$ cat src/logic/core_reset_delay.sv
`timescale 1ns/1ps

module core_reset_delay #(
  parameter int DELAY = 16
) (
  input  logic clk_i,
  input  logic rst_in,
  output logic core_rst_no
);

  logic                     rel_q;
  logic [$clog2(DELAY)-1:0] cnt_q;

  // first flop takes the release, then count up to the limit
  always_ff @(posedge clk_i or negedge rst_in) begin
    if (!rst_in) begin
      rel_q       <= 1'b0;
      cnt_q       <= '0;
      core_rst_no <= 1'b0;
    end else begin
      rel_q <= 1'b1;
      if (rel_q) begin
        if (cnt_q != $clog2(DELAY)'(DELAY - 1)) begin
          cnt_q <= cnt_q + 1'b1;
        end else begin
          core_rst_no <= 1'b1;
        end
      end
    end
  end

endmodule

$ cat config.mk
export PLATFORM = sky130hd
export DESIGN_NAME = core_reset_delay
export DESIGN_NICKNAME = d
export VERILOG_FILES = /design/src/logic/core_reset_delay.sv
export SDC_FILE = /design/constraint.sdc
export NUM_CORES = 1
export LEC_CHECK = 0
export BUFFER_PORTS_ARGS = -buffer_cell sky130_fd_sc_hd__buf_2
export CAP_MARGIN = 40
export CORE_AREA = 2 2 39 41
export CTS_CLUSTER_SIZE = 30
export DETAILED_ROUTE_END_ITERATION = 7
export DIE_AREA = 0 0 41 43
export PLACE_DENSITY_LB_ADDON = 0.25
export SYNTH_ARGS = -nofsm -noshare
export SYNTH_HDL_FRONTEND = slang
export SYNTH_SLANG_ARGS = --single-unit
$ cat constraint.sdc
create_clock -name clk_i -period 1.7 [get_ports clk_i]
set_clock_uncertainty 0.2 [all_clocks]
set_input_delay 0.085 -clock clk_i [delete_from_list [all_inputs] [get_ports clk_i]]
set_output_delay 0.085 -clock clk_i [all_outputs]
set_load 0.03 [all_outputs]
==> metrics.md <==
| Metric | Value |
|---|---|
| Share of layout cells above drive strength 1 | `0.200` |
| HPWL Detailed | `353 um` |
| Hold crit path type | `in2async` |
| Non-Filler Instances | `46` |
| DIE AREA | `1760 um^2` |
| Final Hold Violating Endpoints | `0` |
| Critical path launch point type | `register` |
| Met3 usage | `0.0157` |
| Register area share after synthesis | `0.545` |
| Synth Area in Simple Gates | `0.218` |
| Vias in the first global route | `207` |
| Critical Path Slowest Stage Cell | `dfrtp_1` |
| Status | `completed` |
| Fin crit share | `0.848` |
| Starting Density | `0.199` |
| GRT Overall Usage | `0.0709` |
| H-tree depth | `1` |
| Max incr delay on CP | `420 ps` |
| Post-synthesis adder-cell area fraction | `0.0455` |
| Worst setup path startpoint | `cnt_q[0]` |
| Power density over the cells | `1750 nW/um^2` |
| DRC | `0` |
| Clk sinks | `6` |
| Clk_lat worst skew | `240 ps` |
| CTS root buf | `clkbuf_4` |
| Final WS setup | `258 ps` |
| Gr ovfl total | `0` |
| Via count | `204` |
| Global-route wire length before repair | `786 um` |
| Post-synth top area share | `0.545` |
| Die Span Y | `43 um` |
| Crit path required time | `1620 ps` |
| Critical path, cell by cell | `ha_1, nand2b_1, mux2_4` |
| Setup TNS | `0 ps` |
| Arr. time, crit path | `1360 ps` |
| Post-placement cell count | `42` |
| Core ar. | `1380 um^2` |
| Area leader, netlist | `dfrtp_1` |
| CTS Buf Count | `3` |
| Max IR drop VDD | `0.428 mV` |
| IO buf count | `2` |
| Met1 usage | `0.0924` |
| Met2 Usage GRT | `0.0844` |
| DRT Pass-1 Iters | `4` |
| Vias/cell | `4.43` |
| Reg-to-reg slack, setup | `260 ps` |
| Min Hold Slack | `14.1 ps` |
| Most common cell after layout, fill and taps aside | `dfrtp_1` |
| R2r worst-path depth | `3` |
| Setup bufs post-CTS | `0` |
| Ranking of synthesized cells by area | `dfrtp_1 55%, nand2b_1 9.1%, nand4_1 6.8%, mux2_4 5.5%, o211ai_1 5.5%` |
| Main combinational cell family by area after synthesis | `simple AND/OR/NAND/NOR gates` |
| CTS tree | `done` |
| Crit path capture type | `register` |
| Critical path class | `reg2reg` |
| Leading cell types in the layout, fill and taps excluded | `6 x dfrtp_1, 4 x nand2b_1, 3 x nand4_1, 3 x clkbuf_4` |
| N_diodes | `0` |
| XOR/XNOR share of the synthesized area | `0` |
| # rows | `14` |
| Routability cong. | `0.748` |
| Compound-Gate Fraction of Synth Area | `0.123` |
| DRT iter0 DRCs | `5` |
| CTS Buffer Depth | `2` |
| Flops & latches, synth | `6` |
| Crit-path max FO | `6` |
| I/O Pins | `3` |
| Final wirelength | `463 um` |
| Clock period minus worst slack | `1440 ps` |
| PnR Total Power | `0.592 mW` |
| Nets | `35` |
| Mapped Cells | `24` |
| Max-cap viol count | `0` |
| Register area | `150 um^2` |
| Fmax | `694 MHz` |
| Clock transition at path regs | `50 ps` |
| Unrepaired setup endpoints after global routing | `no` |
| Multi-input gate area | `125 um^2` |
| FILL cells | `148` |
| Die X-Extent | `41 um` |
| Yosys cell types | `13` |
| Delay-heaviest family, CP | `flip-flops` |
| Pre-CTS setup slack | `277 ps` |
| Reg-to-reg critical path startpoint | `cnt_q[0]` |
| Lkg Pwr | `0.149 nW` |
| Initial antenna violation count | `0` |
| Area Growth Syn to Fin | `22.7%` |
| Wire per inst | `10.1 um` |
| Mapped cell area | `275 um^2` |
| Slew Viols, Final | `0` |
| Largest net degree at the start of global routing | `9` |
| Synth warn | `0` |
| Final Setup Violations | `0` |
| WP buf/inv | `0` |
| Syn nets | `27` |
| GR peak layer | `met1` |
| Final ANT Viol Nets | `0` |
| Synth Area per Inst | `11.5 um^2` |
| Reg2reg end | `cnt_q[3]` |
| Post-synthesis mux area share | `0.0545` |
-- kinds of logic (layout without fill, tap and decap cells) --
family | count (synthesis) | count (layout)
DFF | 6 | 6
muxes | 1 | 1
AOI/OAI and AO/OA | 5 | 5
adders and majority gates | 1 | 1
and+or+nand+nor | 10 | 10
buffers and inverters | 0 | 6
other | 1 | 1
-- metal layers --
metal	vias up	wire [um]
li1	100	-
met1	97	216
met2	7	221
met3	0	25
met4	0	0
met5	-	0
-- through the flow --
step                      utilization  cell area [um^2]
after floorplan                     -               275
after global placement          0.221               305
after detailed placement        0.221               305
after CTS                       0.244               338
after global routing            0.244               338
final                           0.244               338
-- state kept, by name, indices dropped and copies added, names as in the netlist --
signal	flops
core_rst_no	1
rel_q	1
cnt_q	4
-- synth_stat cells --
cell      count
and3_1        1
nand4_1       3
nor2b_1       1
ha_1          1
a21o_1        1
nand2_1       1
o211ai_1      2
nand2b_1      4
conb_1        1
a31oi_1       1
dfrtp_1       6
a21oi_1       1
mux2_4        1
-- how the worst max path moves through the flow --
stage	to	slack [ps]	cells past startpoint
2_1_floorplan	cnt_q[3]	340	3
3_3_place_gp	cnt_q[3]	310	3
3_5_place_dp	cnt_q[3]	280	3
4_1_cts	cnt_q[3]	270	3
5_1_grt	cnt_q[3]	230	3
6_report	cnt_q[3]	260	3
-- what timing repair did --
item / 4_1_cts / 5_1_grt
hold buffers: 1 / 0
gates resized for setup: 0 / 0
endpoints found under the hold margin: 6 / 0
-- cell type report --
type                       count  share of cell area
clock buffer                   3              0.0667
multi-input combinational     18               0.370
sequential                     6               0.444
tap                           16              0.0593
timing repair buffer           3              0.0593
-- power by group --
group / leakage (nW) / switching, mW / internal (mW) / total (mW)
registers: 0.0692 / 0.0705 / 0.204 / 0.275
clock network: 0.0138 / 0.0503 / 0.0798 / 0.130
logic: 0.0660 / 0.0914 / 0.0962 / 0.188
Power figures use the tool's default switching activity.
