--- src/logic/soc_pkg.sv ---
package soc_pkg;

  // ####################
  // bus widths
  localparam int DATA_W = 32;
  localparam int BE_W   = DATA_W / 8;
  localparam int ADR_W  = 32;

  // ####################
  // address map
  localparam int REGION_MSB = 31;
  localparam int REGION_LSB = 28;
  localparam int REGION_W   = REGION_MSB - REGION_LSB + 1;

  localparam logic [REGION_W-1:0] REGION_RAM = 4'h0;
  localparam logic [REGION_W-1:0] REGION_CSR = 4'h2;
  localparam logic [REGION_W-1:0] REGION_SPI = 4'h3;

  // on-chip ram, in words
  localparam int RAM_DEPTH = 256;
  localparam int RAM_AW    = $clog2(RAM_DEPTH);

  // csr word offsets
  localparam logic [RAM_AW-1:0] CSR_GPI      = 8'd0;
  localparam logic [RAM_AW-1:0] CSR_GPO      = 8'd1;
  localparam logic [RAM_AW-1:0] CSR_GPOE     = 8'd2;
  localparam logic [RAM_AW-1:0] CSR_SPI_CONF = 8'd3;
  localparam logic [RAM_AW-1:0] CSR_STATUS   = 8'd4;

  // spi data register inside its region
  localparam logic [RAM_AW-1:0] SPI_DATA = 8'd0;

  // ####################
  // peripherals
  localparam int GPIO_W  = 8;
  localparam int PRESC_W = 4;

  localparam logic [1:0] SPI_SIZE_8  = 2'd0;
  localparam logic [1:0] SPI_SIZE_16 = 2'd1;
  localparam logic [1:0] SPI_SIZE_32 = 2'd2;

  // spi_conf layout, prescaler sits in the low bits
  localparam int CONF_CPOL_BIT = 4;
  localparam int CONF_SIZE_LSB = 5;

  // enough to hold a full word of bits
  localparam int BCNT_W = $clog2(DATA_W) + 1;

  // core reset release, in cycles
  localparam int RST_DELAY = 16;

endpackage

--- src/logic/spi_master.sv ---
`timescale 1ns/1ps

module spi_master import soc_pkg::*; (
  input  logic               clk_i,
  input  logic               rst_in,
  // bus side
  input  logic               stb_i,
  input  logic               we_i,
  input  logic [DATA_W-1:0]  wdat_i,
  output logic [DATA_W-1:0]  rdat_o,
  output logic               ack_o,
  // configuration
  input  logic [PRESC_W-1:0] presc_i,
  input  logic               cpol_i,
  input  logic [1:0]         size_i,
  output logic               rdy_o,
  // spi pins
  output logic               spi_cs_o,
  output logic               spi_sck_o,
  output logic               spi_sdo_o,
  input  logic               spi_sdi_i
);

  logic               busy_q;
  logic               lead_q;
  logic               sdi_q;
  logic [PRESC_W-1:0] div_q;
  logic [BCNT_W-1:0]  bits_q;
  logic [BCNT_W-1:0]  nbits;
  logic [DATA_W-1:0]  load;
  logic [DATA_W-1:0]  shift_q;
  logic [DATA_W-1:0]  shift_nxt;
  logic               start;
  logic               half_done;
  logic               last_bit;

  // ####################
  // transfer size

  // word is left aligned so the msb leaves first
  always_comb begin
    case (size_i)
      SPI_SIZE_8: begin
        nbits = BCNT_W'(8);
        load  = {wdat_i[7:0], {(DATA_W-8){1'b0}}};
      end
      SPI_SIZE_16: begin
        nbits = BCNT_W'(16);
        load  = {wdat_i[15:0], {(DATA_W-16){1'b0}}};
      end
      default: begin
        nbits = BCNT_W'(DATA_W);
        load  = wdat_i;
      end
    endcase
  end

  // ####################
  // handshake

  // writes wait while a transfer runs, reads never do
  assign start     = stb_i & we_i & ~ack_o & ~busy_q;
  assign half_done = busy_q & (div_q == presc_i);
  assign last_bit  = (bits_q == BCNT_W'(1));
  assign shift_nxt = {shift_q[DATA_W-2:0], sdi_q};

  always_ff @(posedge clk_i or negedge rst_in) begin
    if (!rst_in) begin
      ack_o <= 1'b0;
    end else begin
      ack_o <= stb_i & ~ack_o & (~we_i | ~busy_q);
    end
  end

  // ####################
  // sck sequencing

  // lead_q high between leading and trailing edge
  always_ff @(posedge clk_i or negedge rst_in) begin
    if (!rst_in) begin
      busy_q <= 1'b0;
      lead_q <= 1'b0;
      div_q  <= '0;
      bits_q <= '0;
    end else if (start) begin
      busy_q <= 1'b1;
      lead_q <= 1'b0;
      div_q  <= '0;
      bits_q <= nbits;
    end else if (half_done) begin
      div_q  <= '0;
      lead_q <= ~lead_q;
      if (lead_q) begin
        bits_q <= bits_q - 1'b1;
        if (last_bit) begin
          busy_q <= 1'b0;
        end
      end
    end else if (busy_q) begin
      div_q <= div_q + 1'b1;
    end
  end

  // sample on leading edge, shift on trailing edge
  always_ff @(posedge clk_i) begin
    if (start) begin
      shift_q <= load;
    end else if (half_done) begin
      if (!lead_q) begin
        sdi_q <= spi_sdi_i;
      end else begin
        shift_q <= shift_nxt;
      end
    end
  end

  // received word, upper bits already zero after the last shift
  always_ff @(posedge clk_i or negedge rst_in) begin
    if (!rst_in) begin
      rdat_o <= '0;
    end else if (half_done && lead_q && last_bit) begin
      rdat_o <= shift_nxt;
    end
  end

  assign rdy_o     = ~busy_q;
  assign spi_cs_o  = ~busy_q;
  assign spi_sck_o = cpol_i ^ lead_q;
  assign spi_sdo_o = shift_q[DATA_W-1];

endmodule

--- config.mk ---
export PLATFORM = sky130hd
export DESIGN_NAME = spi_master
export DESIGN_NICKNAME = d
export VERILOG_FILES = /design/src/logic/soc_pkg.sv /design/src/logic/spi_master.sv
export SDC_FILE = /design/constraint.sdc
export NUM_CORES = 1
export LEC_CHECK = 0
export ABC_AREA = 1
export BUFFER_PORTS_ARGS = -buffer_cell sky130_fd_sc_hd__buf_2
export CAP_MARGIN = 20
export CORE_ASPECT_RATIO = 1.75
export CORE_UTILIZATION = 35
export CTS_BUF_LIST = sky130_fd_sc_hd__clkbuf_8
export DETAILED_ROUTE_END_ITERATION = 10
export GPL_ROUTABILITY_DRIVEN = 0
export PLACE_DENSITY = 0.55
export SYNTH_ARGS = -nofsm -noshare
export SYNTH_HDL_FRONTEND = slang
export SYNTH_SLANG_ARGS = --single-unit
--- constraint.sdc ---
create_clock -name clk_i -period 1.6 [get_ports clk_i]
set_input_delay 0.24 -clock clk_i [delete_from_list [all_inputs] [get_ports clk_i]]
set_output_delay 0.24 -clock clk_i [all_outputs]
set_load 0.05 [all_outputs]
==> results of run 1 <==
-- worst max-delay path, delay by kind of cell, from the launching register on --
family	cells	cell delay [ns]
xor gates and xnor gates	1	0.17
buffers and inverters	2	0.37
DFF	1	0.44
-- registers in the layout, summed over array words and instances (netlist names) --
| name | flops |
|---|---|
| rdat_o | 32 |
| shift_q | 32 |
| bits_q | 6 |
| div_q | 4 |
| ack_o | 1 |
| busy_q | 1 |
| lead_q | 1 |
| sdi_q | 1 |
-- worst max-delay path by stage --
stage,depth (start not counted),end
floorplan,8,shift_q[21]
global placement,7,shift_q[7]
detailed placement,6,shift_q[18]
CTS,7,shift_q[7]
global route,3,rdy_o
finish,3,spi_sck_o
-- cells in the final DEF (no fill, tap or decap), types with 2 or more instances in the layout --
cell type	n
a21oi_1	2
a22o_1	8
a41oi_1	8
buf_12	4
buf_2	79
buf_4	20
clkbuf_8	10
clkinv_2	4
dfrtp_1	44
edfxtp_1	33
ha_1	3
inv_1	20
inv_2	7
nand2_1	147
nand2_8	2
nand3_1	13
nand4_1	35
nor2_1	18
nor2_2	3
nor2_4	4
o211ai_1	8
o21ai_1	10
xnor2_1	2
xor2_1	4
-- power breakdown --
group / internal (mW) / switching (mW)
Clock: 0.600 / 0.736
Sequential: 2.50 / 0.285
Combinational: 0.800 / 1.70
-- per-layer routing --
| metal | track usage, % | wire length, um | share of wire, % | up-vias |
|---|---|---|---|---|
| met5 | 0 | 0 | 0 | - |
| met4 | 8.459 | 227 | 2.3 | 0 |
| met3 | 3.092 | 410 | 4.1 | 11 |
| met2 | 32.30 | 5300 | 53 | 99 |
| met1 | 23.44 | 4072 | 41 | 1460 |
| li1 | - | - | - | 1553 |
-- logic make-up after synthesis --
group / count (synthesis)
AOI/OAI and AO/OA: 38
xor gates and xnor gates: 7
adders and majority gates: 3
buffers and inverters: 50
DFF: 78
and+or+nand+nor: 226
-- final cells by class --
type | instances | area, um^2 | share of cell area [%]
Clock inverter | 6 | 36.28 | 0.7789
Inverter | 28 | 112.6 | 2.417
Sequential cell | 78 | 2118 | 45.47
Multi-Input combinational cell | 275 | 1448 | 31.08
Timing Repair Buffer | 105 | 646.9 | 13.89
Clock buffer | 10 | 137.6 | 2.955
Tap cell | 127 | 158.9 | 3.411
-- what timing repair did --
item | CTS | global route
pin swaps | 0 | 2
hold buffers | 1 | 0
endpoints found under the hold margin | 45 | 0
endpoints found under the setup margin | 59 | 62
gates resized for setup | 5 | 10
buffers inserted | 0 | 2
cloned | 0 | 1
-- per-stage QoR --
stage	util [%]	setup TNS, ns	std cells	power (mW)	hold WS, ns
6_report	44.96	0	629	6.619	0.07489
3_5_place_dp	42.37	-1.459	609	5.266	0.2386
5_1_grt	44.96	-0.08196	629	7.026	0.05432
2_1_floorplan	-	0	402	4.553	-0.05559
4_1_cts	44.28	0	626	6.625	0.05276
3_3_place_gp	42.37	-0.5638	609	5.232	0.2346
==> impl_metrics.json, run 1 <==
{
  "cts_htree_levels": 3,
  "yosys.cell_types.count": 29,
  "synth_top_cell_by_area": "dfrtp_1",
  "vias": 3123,
  "fin_ws_ns": 0.03949,
  "syn_inst": 402,
  "nFillCells": 1043,
  "ir_worst_vdd_v": 0.0006224,
  "postSynth.asyncResetShare_pct": 57.69,
  "synth_most_common_cell": "nand2_1",
  "path_class": "reg2out",
  "synth_warnings": 0,
  "drive_gt1_share_pct": 28.69,
  "fin_area_mm2": 0.004658,
  "vias_per_cell": 4.965,
  "io-pin-count": 81,
  "period_share_pct": 97.53,
  "p_per_area_mw_per_mm2": 1421,
  "final-setup-viol-count": 0,
  "grt_pass1_vias": 3133,
  "coreArea_mm2": 0.01036,
  "syn_to_final_growth_pct": 23.98,
  "grt_pass1_wl_um": 16120,
  "synth_xor_area_share_pct": 1.632,
  "synthSimpleGateAreaFrac_pct": 26.91,
  "critPathLaunch": "lead_q",
  "drv_cap": 0,
  "hpwl_um": 7506,
  "rr_worst_depth": 6,
  "ys_top_cells_by_area": "dfrtp_1 (30%), edfxtp_1 (26%), nand2_1 (15%), nand4_1 (5.8%), inv_1 (2.1%)",
  "dr.pass1.iters": 4,
  "required_ns": 1.36,
  "drt_iter0_drc": 222,
  "synth_fp_nets": 449,
  "rrSetupSlack_ns": 0.09,
  "worstMarginPinSlew_ns": 0.2552,
  "drc": 0,
  "worstSkewPairLatency_ns": 0.35,
  "synth_top_family_by_area": "simple AND/OR/NAND/NOR gates",
  "synth_edf_count": 33,
  "portBuffers": 80,
  "critPathCaptureType": "output pin",
  "leakage_nw": 2.334,
  "antenna_cells": 0,
  "place_ws_ns": -0.1018,
  "track_usage_pct": 19.08,
  "finalClockSkew_ns": 0.009027,
  "synth_top_area_share_pct": 29.97,
  "ctsLongestPathBuffers": 2,
  "cp_cell_sequence": "buf_4, xor2_2, buf_6",
  "synthMuxAreaShare_pct": 0,
  "wirelength_um": 10010,
  "gr-total-overflow": 0,
  "syn_area_mm2": 0.003757,
  "critPathMaxFanout": 3,
  "worst_path_max_delay_cell": "dfrtp_1",
  "hp-class": "in2reg",
  "dieArea_mm2": 0.01117,
  "clock_sinks": 78,
  "ant_nets": 0,
  "synth_compound_area_share_pct": 7.293,
  "clkTransAtPathRegs_ns": 0.08,
  "synth_seq_area_share_pct": 56.34,
  "whs_path_depth": 1,
  "startpoint_type": "flop",
  "ys_ff_latch": 78,
  "synth_ff_type": "dfrtp_1",
  "root_buffer": "clkbuf_8",
  "hold_viol_final": 0,
  "grt_max_degree": 46,
  "fin_crit_ns": 1.561,
  "grt_setup_unrepaired": "yes",
  "fp.dieW_um": 80.32,
  "crit-reg2reg-launch": "ack_o",
  "antenna_found_initial": 0,
  "die_h_um": 139.1,
  "avgSynthCellArea_um2": 9.347,
  "avgRoutedWirePerCell_um": 15.91,
  "synth_common_cells": "nand2_1 (148), dfrtp_1 (45), nand4_1 (35)",
  "cts_made_buffers": 9,
  "outcome": "finished clean",
  "relSlewSlack_pct": 82.99,
  "tritoncts": "done",
  "fmax_ghz": 0.6408,
  "hold_end": "sdi_q",
  "start_util_pct": 36.26,
  "synth_fa_ha_area_share_pct": 0.9990,
  "maxSlewViolCount": 0,
  "critPathArrivalTime_ns": 1.32,
  "dpl_cell_area_mm2": 0.004390,
  "rows": 49,
  "crit_path_max_incr_delay_ns": 0.44,
  "layout.nets": 544,
  "rr_endpoint": "shift_q[13]",
  "worstHoldStart": "spi_sdi_i"
}
(Power assumes the default switching activity.)
==> run 2, diff against run 1 <==
ABC_AREA = default   (was 1)
GPL_TIMING_DRIVEN = 0   (was default)
PLACE_DENSITY = 0.56   (was 0.55)
==> impl_metrics.json, run 2 <==
{
  "largestRegisters": "rdat_o (32), shift_q (32), bits_q (6)",
  "antenna_found_initial": 0,
  "synth_edf_count": 33,
  "clkTransAtPathRegs_ns": 0.09,
  "drt_iter0_drc": 228,
  "syn_to_final_growth_pct": 35.88,
  "drv_cap": 0,
  "fmax_ghz": 0.5461,
  "rr_worst_depth": 8,
  "antenna_cells": 0,
  "synth_top_area_share_pct": 30.47,
  "critPathArrivalTime_ns": 2.07,
  "leakage_nw": 2.320,
  "layout.nets": 472,
  "ys_ff_latch": 78,
  "synth_seq_area_share_pct": 57.28,
  "gr-total-overflow": 0,
  "ir_worst_vdd_v": 0.0009643,
  "period_share_pct": 114.4,
  "layout_commonest_cell": "buf_2",
  "rr_endpoint": "rdat_o[2]",
  "crit_family": "simple AND/OR/NAND/NOR gates",
  "place_ws_ns": -0.6389,
  "fp.dieW_um": 79.68,
  "yosys.cell_types.count": 40,
  "critPathCaptureType": "flop",
  "maxSlewViolCount": 0,
  "start_util_pct": 35.88,
  "track_usage_pct": 18.36,
  "clock_sinks": 78,
  "root_buffer": "clkbuf_8",
  "ctsLongestPathBuffers": 2,
  "io-pin-count": 81,
  "cts_made_buffers": 9,
  "postSynth.asyncResetShare_pct": 57.69,
  "syn_area_mm2": 0.003696,
  "die_h_um": 137.9,
  "ys_top_cells_by_area": "dfrtp_1 (30%), edfxtp_1 (27%), mux2_4 (12%), nand2_1 (4.6%), mux2i_1 (2.7%)",
  "coreArea_mm2": 0.01030,
  "fin_area_mm2": 0.005022,
  "drc": 0,
  "dr.pass1.iters": 4,
  "hold_viol_final": 0,
  "critPathLaunch": "bits_q[1]",
  "tritoncts": "done",
  "cp_cell_sequence": "inv_2, ha_4, nor4b_4, nand3b_1, nor3_4, buf_6, buf_12, mux2_4",
  "path_class": "reg2reg",
  "synth_warnings": 0,
  "avgRoutedWirePerCell_um": 17.72,
  "final_cell_mix": "buf_2 (79), nand2_1 (44), dfrtp_1 (41), edfxtp_1 (33), mux2_4 (32)",
  "fin_ws_ns": -0.2312,
  "synth_ff_type": "dfrtp_1",
  "grt_use_met1_pct": 21.67,
  "drive_gt1_share_pct": 44.19,
  "synth_top_cell_by_area": "dfrtp_1",
  "dpl_cell_area_mm2": 0.004307,
  "fin_crit_ns": 1.831,
  "final-setup-viol-count": 54,
  "rows": 49,
  "finalClockSkew_ns": 0.009981,
  "worstSkewPairLatency_ns": 0.36,
  "grt_use_met2_pct": 31.24,
  "syn_inst": 308,
  "dieArea_mm2": 0.01099,
  "setup_tns_ns": -8.457,
  "critPathBufInv": 3,
  "portBuffers": 78,
  "hp-class": "in2reg",
  "cts_htree_levels": 3,
  "vias_per_cell": 5.092,
  "startpoint_type": "flop",
  "ant_nets": 0,
  "synth_common_cells": "dfrtp_1 (45), nand2_1 (45), edfxtp_1 (33)",
  "gr-usage-met3_pct": 3.158,
  "relSlewSlack_pct": 63.73,
  "grt_pass1_vias": 2827,
  "p_per_area_mw_per_mm2": 1652,
  "outcome": "finished with violations",
  "grt_pass1_wl_um": 14710,
  "violations": "setup timing",
  "crit_path_max_incr_delay_ns": 0.40,
  "worstMarginPinSlew_ns": 0.5440,
  "cp_num_cells": 8,
  "grt-busiest-layer": "met2",
  "crit_end": "rdat_o[2]",
  "wirelength_um": 9872,
  "vias": 2836,
  "avgSynthCellArea_um2": 12.00,
  "rrSetupSlack_ns": -0.23,
  "crit-reg2reg-launch": "bits_q[1]",
  "worst_path_max_delay_cell": "dfrtp_1",
  "hpwl_um": 6926,
  "grt_setup_unrepaired": "yes",
  "required_ns": 1.84,
  "synth_fp_nets": 355,
  "critPathMaxFanout": 10,
  "grt_max_degree": 46
}
-- run 2: worst register-to-register path, delay by kind of cell, from the launching register on --
| kind | cells | cell delay [ns] |
|---|---|---|
| muxes | 1 | 0.30 |
| adders and majority gates | 1 | 0.12 |
| DFF | 1 | 0.40 |
| buffers and inverters | 3 | 0.41 |
| and+or+nand+nor | 3 | 0.47 |
-- run 2: cells by family (layout without fill, tap and decap cells) --
kind of cell | Yosys count | in the layout | synth area share (%)
AO/OA/AOI/OAI | 49 | 50 | 8.057
XOR/XNOR | 7 | 7 | 1.659
adder cells (fa/ha/maj) | 3 | 3 | 1.016
buffers and inverters | 24 | 145 | 3.284
flip-flops | 78 | 78 | 57.28
multiplexers | 42 | 42 | 15.40
AND/OR/NAND/NOR | 105 | 105 | 13.30
-- run 2: where the power goes --
| part | leakage (nW) | switching, mW | internal (mW) |
|---|---|---|---|
| Sequential | 0.895 | 0.413 | 2.65 |
| Combinational | 1.30 | 2.09 | 1.38 |
| Clock | 0.121 | 0.740 | 1.03 |
-- run 2: metal layers --
| metal | routed length (um) | share of wire, % |
|---|---|---|
| met2 | 5117 | 52 |
| met4 | 342 | 3.5 |
| met1 | 3872 | 39 |
| met3 | 539 | 5.5 |
| met5 | 0 | 0 |
-- run 2: worst min path at each step --
stage | startpoint | to | slack, ns | depth (start not counted)
3_3_place_gp | we_i | ack_o | 0.42 | 2
2_1_floorplan | rst_in | ack_o | -0.06 | 0
6_report | spi_sdi_i | sdi_q | 0.06 | 1
5_1_grt | spi_sdi_i | sdi_q | 0.05 | 1
3_5_place_dp | spi_sdi_i | sdi_q | 0.42 | 1
4_1_cts | we_i | ack_o | 0.05 | 2
-- run 2: cell type report --
cell class	instances	area (um^2)
Fill cell	943	5278
Sequential cell	78	2122
Multi-Input combinational cell	207	1592
Timing Repair Buffer	105	704.4
Buffer	20	190.2
Tap cell	127	158.9
Clock buffer	9	123.9
Clock inverter	7	112.6
Inverter	4	18.77
-- run 2: repair_timing --
action / in CTS / in global routing
setup buffers: 15 / 7
resized for setup: 24 / 24
endpoints found under the setup margin: 80 / 97
hold buffers: 0 / 1
cloned: 1 / 3
pin swaps: 8 / 4
endpoints found under the hold margin: 0 / 21
-- run 2: per-stage QoR --
step	std cells	total power, mW	hold slack [ns]	utilization [%]
4_1_cts	545	8.060	0.04973	46.48
6_report	557	8.297	0.06121	48.76
3_5_place_dp	513	5.984	0.4248	41.81
3_3_place_gp	513	5.939	0.4194	41.81
2_1_floorplan	308	5.255	-0.05559	-
5_1_grt	557	8.683	0.05099	48.76
