==> src/logic/soc_pkg.sv <==
package soc_pkg;

  // ####################
  // bus widths
  localparam int DATA_W = 32;
  localparam int BE_W   = DATA_W / 8;
  localparam int ADR_W  = 32;

  // ####################
  // address map
  localparam int REGION_MSB = 31;
  localparam int REGION_LSB = 28;
  localparam int REGION_W   = REGION_MSB - REGION_LSB + 1;

  localparam logic [REGION_W-1:0] REGION_RAM = 4'h0;
  localparam logic [REGION_W-1:0] REGION_CSR = 4'h2;
  localparam logic [REGION_W-1:0] REGION_SPI = 4'h3;

  // on-chip ram, in words
  localparam int RAM_DEPTH = 256;
  localparam int RAM_AW    = $clog2(RAM_DEPTH);

  // csr word offsets
  localparam logic [RAM_AW-1:0] CSR_GPI      = 8'd0;
  localparam logic [RAM_AW-1:0] CSR_GPO      = 8'd1;
  localparam logic [RAM_AW-1:0] CSR_GPOE     = 8'd2;
  localparam logic [RAM_AW-1:0] CSR_SPI_CONF = 8'd3;
  localparam logic [RAM_AW-1:0] CSR_STATUS   = 8'd4;

  // spi data register inside its region
  localparam logic [RAM_AW-1:0] SPI_DATA = 8'd0;

  // ####################
  // peripherals
  localparam int GPIO_W  = 8;
  localparam int PRESC_W = 4;

  localparam logic [1:0] SPI_SIZE_8  = 2'd0;
  localparam logic [1:0] SPI_SIZE_16 = 2'd1;
  localparam logic [1:0] SPI_SIZE_32 = 2'd2;

  // spi_conf layout, prescaler sits in the low bits
  localparam int CONF_CPOL_BIT = 4;
  localparam int CONF_SIZE_LSB = 5;

  // enough to hold a full word of bits
  localparam int BCNT_W = $clog2(DATA_W) + 1;

  // core reset release, in cycles
  localparam int RST_DELAY = 16;

endpackage

==> src/logic/bus_ctrl.sv <==
`timescale 1ns/1ps

module bus_ctrl import soc_pkg::*; (
  input  logic              clk_i,
  input  logic              rst_in,
  // instruction port
  input  logic              imem_stb_i,
  input  logic [ADR_W-1:0]  imem_adr_i,
  output logic [DATA_W-1:0] imem_rdat_o,
  output logic              imem_ack_o,
  // data port
  input  logic              dmem_stb_i,
  input  logic              dmem_we_i,
  input  logic [BE_W-1:0]   dmem_be_i,
  input  logic [ADR_W-1:0]  dmem_adr_i,
  input  logic [DATA_W-1:0] dmem_wdat_i,
  output logic [DATA_W-1:0] dmem_rdat_o,
  output logic              dmem_ack_o,
  // slave side
  output logic              ram_stb_o,
  output logic              csr_stb_o,
  output logic              spi_stb_o,
  output logic              we_o,
  output logic [BE_W-1:0]   be_o,
  output logic [RAM_AW-1:0] wadr_o,
  output logic [DATA_W-1:0] wdat_o,
  input  logic              ram_ack_i,
  input  logic [DATA_W-1:0] ram_rdat_i,
  input  logic              csr_ack_i,
  input  logic [DATA_W-1:0] csr_rdat_i,
  input  logic              spi_ack_i,
  input  logic [DATA_W-1:0] spi_rdat_i
);

  logic                stb;
  logic [ADR_W-1:0]    adr;
  logic [REGION_W-1:0] region;
  logic                ram_hit;
  logic                csr_hit;
  logic                spi_hit;
  logic                unm_hit;
  logic                unm_ack_q;
  logic                ack;
  logic [DATA_W-1:0]   rdat;

  // ####################
  // port merge

  // instruction fetch wins whenever it asks
  assign stb    = imem_stb_i | dmem_stb_i;
  assign adr    = imem_stb_i ? imem_adr_i : dmem_adr_i;
  assign we_o   = dmem_we_i & ~imem_stb_i;
  assign be_o   = imem_stb_i ? {BE_W{1'b1}} : dmem_be_i;
  assign wadr_o = adr[RAM_AW+1:2];
  assign wdat_o = dmem_wdat_i;

  // ####################
  // decode

  assign region  = adr[REGION_MSB:REGION_LSB];
  assign ram_hit = (region == REGION_RAM);
  assign csr_hit = (region == REGION_CSR);
  // only the data register answers in the spi region
  assign spi_hit = (region == REGION_SPI) && (wadr_o == SPI_DATA);
  assign unm_hit = ~(ram_hit | csr_hit | spi_hit);

  assign ram_stb_o = stb & ram_hit;
  assign csr_stb_o = stb & csr_hit;
  assign spi_stb_o = stb & spi_hit;

  // unmapped accesses are answered here, writes dropped
  always_ff @(posedge clk_i or negedge rst_in) begin
    if (!rst_in) begin
      unm_ack_q <= 1'b0;
    end else begin
      unm_ack_q <= stb & unm_hit & ~unm_ack_q;
    end
  end

  // ####################
  // response

  always_comb begin
    ack  = unm_ack_q;
    rdat = '0;
    if (ram_hit) begin
      ack  = ram_ack_i;
      rdat = ram_rdat_i;
    end else if (csr_hit) begin
      ack  = csr_ack_i;
      rdat = csr_rdat_i;
    end else if (spi_hit) begin
      ack  = spi_ack_i;
      rdat = spi_rdat_i;
    end
  end

  // ack only to the port being served
  assign imem_ack_o  = ack & imem_stb_i;
  assign dmem_ack_o  = ack & dmem_stb_i & ~imem_stb_i;
  assign imem_rdat_o = rdat;
  assign dmem_rdat_o = rdat;

endmodule

==> config.mk <==
export PLATFORM = sky130hd
export DESIGN_NAME = bus_ctrl
export DESIGN_NICKNAME = d
export VERILOG_FILES = /design/src/logic/soc_pkg.sv /design/src/logic/bus_ctrl.sv
export SDC_FILE = /design/constraint.sdc
export NUM_CORES = 1
export LEC_CHECK = 0
export BUFFER_PORTS_ARGS = -buffer_cell sky130_fd_sc_hd__buf_2
export CAP_MARGIN = 20
export CORE_AREA = 4 4 120 122
export CTS_CLUSTER_DIAMETER = 120
export CTS_CLUSTER_SIZE = 10
export DETAILED_ROUTE_END_ITERATION = 10
export DIE_AREA = 0 0 124 126
export GPL_TIMING_DRIVEN = 0
export PLACE_DENSITY = 0.44
export SLEW_MARGIN = 10
export SYNTH_ARGS = -nofsm -noshare
export SYNTH_HDL_FRONTEND = slang
export SYNTH_SLANG_ARGS = --single-unit
==> constraint.sdc <==
create_clock -name clk_i -period 2.9 [get_ports clk_i]
set_clock_uncertainty 0.2 [all_clocks]
set_input_delay 0.435 -clock clk_i [delete_from_list [all_inputs] [get_ports clk_i]]
set_output_delay 0.435 -clock clk_i [all_outputs]
set_load 0.05 [all_outputs]
==> key figures, run 1 <==
Setup path
  • Type of the worst setup path: in -> out
  • Critical-path maximum fanout: 5
  • Worst path arrival time: 2.36 ns
  • Worst Setup End Kind: output port
  • Timing startpoint of the critical path: imem_stb_i
  • Nature of the critical path startpoint: input pin
  • Source of the worst register-to-register timing path: unm_ack_q
  • Data required time at the worst endpoint: 2.27 ns

Synthesis
  • Unique cell type count in the Yosys netlist: 28
  • Netlist area before placement: 1510 um2
  • Synth top area cells: sky130_fd_sc_hd__buf_4, sky130_fd_sc_hd__mux2i_1, sky130_fd_sc_hd__o21ai_0, sky130_fd_sc_hd__nand2_1, sky130_fd_sc_hd__mux2_2
  • Most used standard cell by instance count after synthesis: sky130_fd_sc_hd__buf_4
  • Synthesized area per cell: 6.31 um2
  • Number of standard cells after synthesis: 240
  • Synthesized netlist net count: 444
  • Main flop type after synthesis: sky130_fd_sc_hd__dfrtp_1
  • Post-synthesis register bit count: 1
  • Share of Yosys cell area claimed by the top area cell type: 0.332
  • Number of synthesized flops with an enable pin: 0
  • Yosys top cell by area: sky130_fd_sc_hd__buf_4
  • Leading cell types by count after synthesis: sky130_fd_sc_hd__buf_4, sky130_fd_sc_hd__nand2_1, sky130_fd_sc_hd__o21ai_0
  • Asr flop ratio synth: 1.00
  • Warnings from Yosys: 0
  • Part of the Yosys area used for sequential elements: 0.0165

Cells and area
  • Post-Layout Inst Area: 4100 um2
  • Fillers: between 1000 and 1500
  • Layout Nets: between 600 and 700
  • Number of standard cells in the final layout excluding fillers: 666
  • Register with the most flip-flops: unm_ack_q
  • Diodes inserted: 0
  • Max reg flops: 1
  • Area growth from synthesis to layout: 171%
  • Registers with the most flip-flops: unm_ack_q x1
  • Share of post-route cells with drive strength above 1: 0.806

Power and ir drop
  • Cell internal power dissipation: 304 uW
  • Share of power burned in registers: 0.025
  • Part of the power in the clock network: 0
  • Leakage power of the design: ~0.0021 uW
  • Combinational share of power: 0.975
  • Net switching share of the total power: 0.593
  • Post-layout power: around 750 uW
  • Areal power density over the cells: 182 nW/um2
  • P_sw: 442 uW
  • Worst VDD drop: between 0.00008 and 0.00009 V

Floorplanning
  • Die Area: 15600 um2
  • Area of the placeable core: 13200 um2
  • Chip height: 126 um
  • Starting utilization of the core area: 0.115
  • Number of placement rows: 42
  • Chip Width: 124 um
  • Io pins: between 300 and 400

STA
  • Worst relative slew slack: 0.614
  • Post-route minimum period: approximately 3.0 ns
  • Maximum clock frequency: 0.334 GHz
  • Number of hold-slack violations in the final timing report: 0
  • Transition time of the tightest slew-check pin: 0.578 ns
  • Total of endpoints with negative setup slack in the final report: 15
  • Slew Limit Fails: 0
  • Setup repair after global routing missed its margin: yes
  • Total negative slack: -0.298 ns
  • Final WS setup: -0.0933 ns
  • Fraction of the cycle the final worst path needs: 1.03

Placement
  • Routability Congestion: 0.763
  • Number of I/O port buffers: 244
  • Post-placement cell area: 3250 um2
  • Half-perimeter wire length after detailed placement: 7430 um
  • Total instance count after detailed placement: 660
  • Post-Place Worst Slack: -0.465 ns

Global route
  • Global-route congestion overflow total: 0
  • Via count of the first global-routing pass: 2644
  • Global-route total usage across every layer: 0.102
  • Initial antenna violation count: 0
  • Largest net degree at the start of global routing: 11
  • Wire length of the first global-routing pass: between 10000 and 15000 um

Drt
  • Vias post-DR: 2552
  • DRC errors left: 0
  • First drt pass iteration count: 4
  • Drt wl/cell: 13.8 um
  • Detailed Route Iter0 Violations: 43
  • Wire length reported by the detailed router: just over 9000 um
  • Number of nets with antenna violations after detailed routing: 0
  • Vias per std cell: 3.83

Clocking
  • Clock latency at the later pin of the worst-skew pair: 0 ns
  • Clock transition at the registers of the reported paths: 0 ns

Run status
  • Run status: finished with violations
  • Violations in the final reports: negative setup slack

Run
  • Max-cap check violation count: 0

Min path
  • Hold WC Path Type: in -> async
-- routing by layer --
layer / up-vias / GRT usage / part of all wire
li1: 1255 / - / -
met1: 1133 / 0.110 / 0.33
met2: 158 / 0.216 / 0.56
met3: 6 / 0.0112 / 0.099
met4: 0 / 0.00193 / 0.0064
met5: - / 0 / 0
-- stage by stage --
| stage | hold slack (ns) | utilization |
|---|---|---|
| 6_report | 0.0130 | 0.311 |
| 2_1_floorplan | -0.0606 | - |
| 3_3_place_gp | 0.0123 | 0.246 |
| 5_1_grt | 0.0148 | 0.311 |
| 4_1_cts | 0.0152 | 0.292 |
| 3_5_place_dp | 0.0163 | 0.246 |
-- worst max-delay path: stages --
cell and delay (ns):
sky130_fd_sc_hd__buf_12 0.10, sky130_fd_sc_hd__buf_4 0.14, sky130_fd_sc_hd__nor4_4 0.26, sky130_fd_sc_hd__nand2_1 0.08, sky130_fd_sc_hd__a222oi_1 0.34, sky130_fd_sc_hd__buf_4 0.24
sky130_fd_sc_hd__buf_6 0.11, sky130_fd_sc_hd__mux2_4 0.28, sky130_fd_sc_hd__a22o_1 0.21, sky130_fd_sc_hd__buf_6 0.15
-- path summary, 6_finish.rpt --
check                           slack (ns)         end  cells after the start
worst max-delay path                 -0.09  dmem_ack_o                     10
worst min-delay path                  0.01   unm_ack_q                      1
worst max register to register        1.93   unm_ack_q                      1
worst min register to register        0.30   unm_ack_q                      1
max in group asynchronous             2.40   unm_ack_q                      1
min in group clk_i                    0.30   unm_ack_q                      1
-- layout by cell type, fill, tap and decap left out, types with 2 or more instances in the layout --
master,n
sky130_fd_sc_hd__buf_2,174
sky130_fd_sc_hd__buf_4,60
sky130_fd_sc_hd__buf_6,54
sky130_fd_sc_hd__buf_8,27
sky130_fd_sc_hd__nand2_1,20
sky130_fd_sc_hd__mux2i_1,19
sky130_fd_sc_hd__nor2_1,18
sky130_fd_sc_hd__o21ai_0,13
sky130_fd_sc_hd__a21oi_4,13
sky130_fd_sc_hd__nand2_4,12
sky130_fd_sc_hd__o21ai_4,12
sky130_fd_sc_hd__clkbuf_2,8
sky130_fd_sc_hd__mux2_2,8
sky130_fd_sc_hd__nand2_2,7
sky130_fd_sc_hd__o21ai_2,5
sky130_fd_sc_hd__or2_2,4
sky130_fd_sc_hd__buf_12,3
sky130_fd_sc_hd__nand3_1,3
sky130_fd_sc_hd__nor3_1,3
sky130_fd_sc_hd__nor2b_1,3
sky130_fd_sc_hd__nor4_1,2
sky130_fd_sc_hd__o21ai_1,2
-- power by group through the flow --
stage	clock network, uW	logic [uW]	registers (uW)
2_1_floorplan	0	453	17.2
3_3_place_gp	0	635	18.2
3_5_place_dp	0	636	18.1
4_1_cts	0	707	18.5
5_1_grt	0	766	18.9
6_report	0	728	18.6
-- cell families (layout without fill, tap and decap cells) --
logic type	count (synthesis)	in the layout	share of synthesized area
compound gates	50	50	0.174
flops	1	1	0.0165
buf+inv	79	329	0.364
mux	29	29	0.202
simple gates	81	81	0.243
-- timing repair --
item,in CTS,in global routing
gates cloned,1,0
hold buffers,0,0
resized for setup,166,63
endpoints found under the hold margin,0,0
setup endpoints to repair,67,69
setup buffers,5,0
pin swaps,10,14
-- area by class of cell --
cell class | instances | area [um2] | area share
timing repair buffer | 250 | 1780 | 0.434
multi-input combinational | 160 | 1380 | 0.337
buffer | 79 | 692 | 0.169
tap | 176 | 220 | 0.0537
sequential | 1 | 25.0 | 0.00610
(Power assumes the default switching activity.)
==> run 2: changes to the inputs <==
--- a/config.mk
+++ b/config.mk
@@ -5,13 +5,14 @@
 export SDC_FILE = /design/constraint.sdc
 export NUM_CORES = 1
 export LEC_CHECK = 0
+export ABC_AREA = 1
 export BUFFER_PORTS_ARGS = -buffer_cell sky130_fd_sc_hd__buf_2
 export CAP_MARGIN = 20
-export CORE_AREA = 4 4 120 122
+export CORE_AREA = 4 4 122 124
 export CTS_CLUSTER_DIAMETER = 120
 export CTS_CLUSTER_SIZE = 10
 export DETAILED_ROUTE_END_ITERATION = 10
-export DIE_AREA = 0 0 124 126
+export DIE_AREA = 0 0 126 128
 export GPL_TIMING_DRIVEN = 0
 export PLACE_DENSITY = 0.44
 export SLEW_MARGIN = 10
==> run 2 against run 1 <==
Against the previous run: the flow now finishes without violations; final cell count is 8.6% higher; sequential share of layout area grew 0.12 points; wire length down 2.8%; maximum frequency grew 8.5%; global-route usage shrank 0.74 points; critical path depth rose by 1; sequential power fell by 10%; area after synthesis up 8.8%.
==> key figures, run 2 <==
Cells and area
  • Leading cell type in the layout, fill and taps excluded: sky130_fd_sc_hd__buf_2
  • Layout Nets: 749
  • Multi-input gate area: 1100 um2
  • Sequential standard cell area: 25.0 um2
  • Registers with the most flip-flops: unm_ack_q x1
  • Share of post-route cells with drive strength above 1: 0.726
  • Number of standard cells in the final layout excluding fillers: 723
  • Commonest cells after routing, fill and taps aside: sky130_fd_sc_hd__buf_2, sky130_fd_sc_hd__buf_4, sky130_fd_sc_hd__nand2_1
  • Max reg flops: 1
  • Fillers: around 1600
  • Register with the most flip-flops: unm_ack_q
  • Area growth from synthesis to layout: 108%
  • Diodes inserted: 0

Run status
  • Run status: complete, no violations

Synthesis
  • Number of standard cells after synthesis: 293
  • Yosys top cell by area: sky130_fd_sc_hd__buf_4
  • Leading cell types by count after synthesis: sky130_fd_sc_hd__nand2_1, sky130_fd_sc_hd__buf_4, sky130_fd_sc_hd__inv_1
  • Main flop type after synthesis: sky130_fd_sc_hd__dfrtp_1
  • Number of synthesized flops with an enable pin: 0
  • Part of the Yosys area used for sequential elements: 0.0152
  • Share of Yosys cell area claimed by the top area cell type: 0.310
  • Post-synthesis register bit count: 1
  • Synthesized netlist net count: between 400 and 500
  • Unique cell type count in the Yosys netlist: 23
  • Most used standard cell by instance count after synthesis: sky130_fd_sc_hd__nand2_1
  • Synth top area cells: sky130_fd_sc_hd__buf_4, sky130_fd_sc_hd__nand2_1, sky130_fd_sc_hd__o211ai_2, sky130_fd_sc_hd__o22ai_1, sky130_fd_sc_hd__inv_1
  • Netlist area before placement: approximately 1600 um2
  • Warnings from Yosys: 0
  • Synthesized area per cell: 5.62 um2
  • Asr flop ratio synth: 1.00

Drt
  • Drt wl/cell: 12.4 um
  • DRC errors left: 0
  • Vias per std cell: 3.67
  • Detailed Route Iter0 Violations: 43
  • Number of nets with antenna violations after detailed routing: 0
  • First drt pass iteration count: 4
  • Wire length reported by the detailed router: 8950 um
  • Vias post-DR: 2657

Floorplanning
  • Io pins: 318
  • Die Area: 16100 um2
  • Area of the placeable core: ~14000 um2
  • Starting utilization of the core area: 0.120
  • Chip Width: ~130 um
  • Chip height: 128 um
  • Number of placement rows: 43

Global route
  • Initial antenna violation count: 0
  • Largest net degree at the start of global routing: 11
  • Wire length of the first global-routing pass: 12900 um
  • Global-route congestion overflow total: 0
  • Via count of the first global-routing pass: 2662
  • Global-route total usage across every layer: 0.0946

Power and ir drop
  • Post-layout power: 736 uW
  • Leakage power of the design: between 0.002 and 0.0025 uW
  • Areal power density over the cells: 215 nW/um2
  • Worst VDD drop: slightly below 0.00009 V

Setup path
  • Nature of the critical path startpoint: input pin
  • Critical-path maximum fanout: 10
  • Worst R2R Path Depth: 3
  • Worst path arrival time: 2.12 ns
  • Type of the worst setup path: in -> out
  • Setup slack, reg-to-reg: roughly 2 ns
  • Data required time at the worst endpoint: 2.27 ns
  • Worst Setup End Kind: output port

STA
  • Final WS setup: 0.141 ns
  • Maximum clock frequency: about 0.36 GHz
  • Total negative slack: 0 ns
  • Worst relative slew slack: 0.774
  • Fraction of the cycle the final worst path needs: 0.952
  • Transition time of the tightest slew-check pin: 0.338 ns
  • Post-route minimum period: 2.76 ns
  • Setup repair after global routing missed its margin: yes
  • Number of hold-slack violations in the final timing report: 0
  • Total of endpoints with negative setup slack in the final report: 0
  • Slew Limit Fails: 0

Placement
  • Total instance count after detailed placement: slightly above 700
  • Number of I/O port buffers: 245
  • Routability Congestion: 0.789
  • Post-Place Worst Slack: -0.113 ns
  • Half-perimeter wire length after detailed placement: 7960 um

Clocking
  • Clock transition at the registers of the reported paths: 0 ns
  • Clock latency at the later pin of the worst-skew pair: 0 ns

Run
  • Max-cap check violation count: 0

Min path
  • Hold WC Path Type: in -> async
-- run 2: cell count changes in the layout (fill, tap and decap cells not counted), sizes merged, moves of 13 or more --
cell    change
nand2      +37
mux2i      -20
nand3      +19
o21ai      -31
inv        +35
clkbuf     +13
o22ai      +19
-- run 2: cell type report --
| cell class | count | share of cell area |
|---|---|---|
| multi-input cells | 177 | 0.321 |
| well taps | 180 | 0.0658 |
| flip-flops and latches | 1 | 0.00731 |
| inverters | 35 | 0.0399 |
| plain buffers | 80 | 0.177 |
| repair buffers | 250 | 0.388 |
-- run 2: through the flow --
step	utilization	hold WS [ns]	instance area, um2
floorplan	-	-0.0606	1800
global placement	0.236	0.0112	3250
detailed placement	0.236	0.0110	3250
CTS	0.240	0.0110	3310
global route	0.248	0.0120	3420
finish	0.248	0.00963	3420
-- run 2: final timing paths --
path | start | to
min reg2reg | unm_ack_q | unm_ack_q
max reg2reg | unm_ack_q | unm_ack_q
min | rst_in | unm_ack_q
max in group asynchronous | rst_in | unm_ack_q
max | imem_stb_i | imem_rdat_o[28]
min in group clk_i | unm_ack_q | unm_ack_q
-- run 2: routing by layer --
| layer | vias to the layer above | track usage | wire length, um |
|---|---|---|---|
| li1 | 1381 | - | - |
| met1 | 1134 | 0.119 | 3480 |
| met2 | 140 | 0.179 | 4670 |
| met3 | 2 | 0.0142 | 786 |
| met4 | 0 | 0.00252 | 21 |
| met5 | - | 0 | 0 |
-- run 2: kinds of logic (layout without fill, tap and decap cells) --
kind of cell / count (synthesis) / in the layout / synth area share
compound gates: 53 / 53 / 0.226
simple gates: 124 / 124 / 0.330
flops: 1 / 1 / 0.0152
buf+inv: 115 / 365 / 0.430
-- run 2: what timing repair did --
action / in CTS / in global routing
gates cloned: 0 / 1
resized for setup: 9 / 42
setup buffers: 3 / 1
hold endpoints to repair: 0 / 0
hold buffers: 0 / 0
setup endpoints to repair: 36 / 46
pin swaps: 2 / 2
-- run 2: power by group --
| part | switching, uW | total [uW] | internal [uW] |
|---|---|---|---|
| Sequential | 0.454 | 16.7 | 16.2 |
| Clock | 0 | 0 | 0 |
| Combinational | 479 | 719 | 240 |
-- run 2: worst max-delay path: stages --
cell	delay, ns
sky130_fd_sc_hd__buf_2	0.14
sky130_fd_sc_hd__buf_6	0.15
sky130_fd_sc_hd__nand2_1	0.06
sky130_fd_sc_hd__nand2_1	0.12
sky130_fd_sc_hd__nor2_4	0.16
sky130_fd_sc_hd__inv_2	0.06
sky130_fd_sc_hd__clkbuf_4	0.24
sky130_fd_sc_hd__buf_4	0.24
sky130_fd_sc_hd__a21oi_2	0.14
sky130_fd_sc_hd__buf_4	0.11
sky130_fd_sc_hd__buf_2	0.24
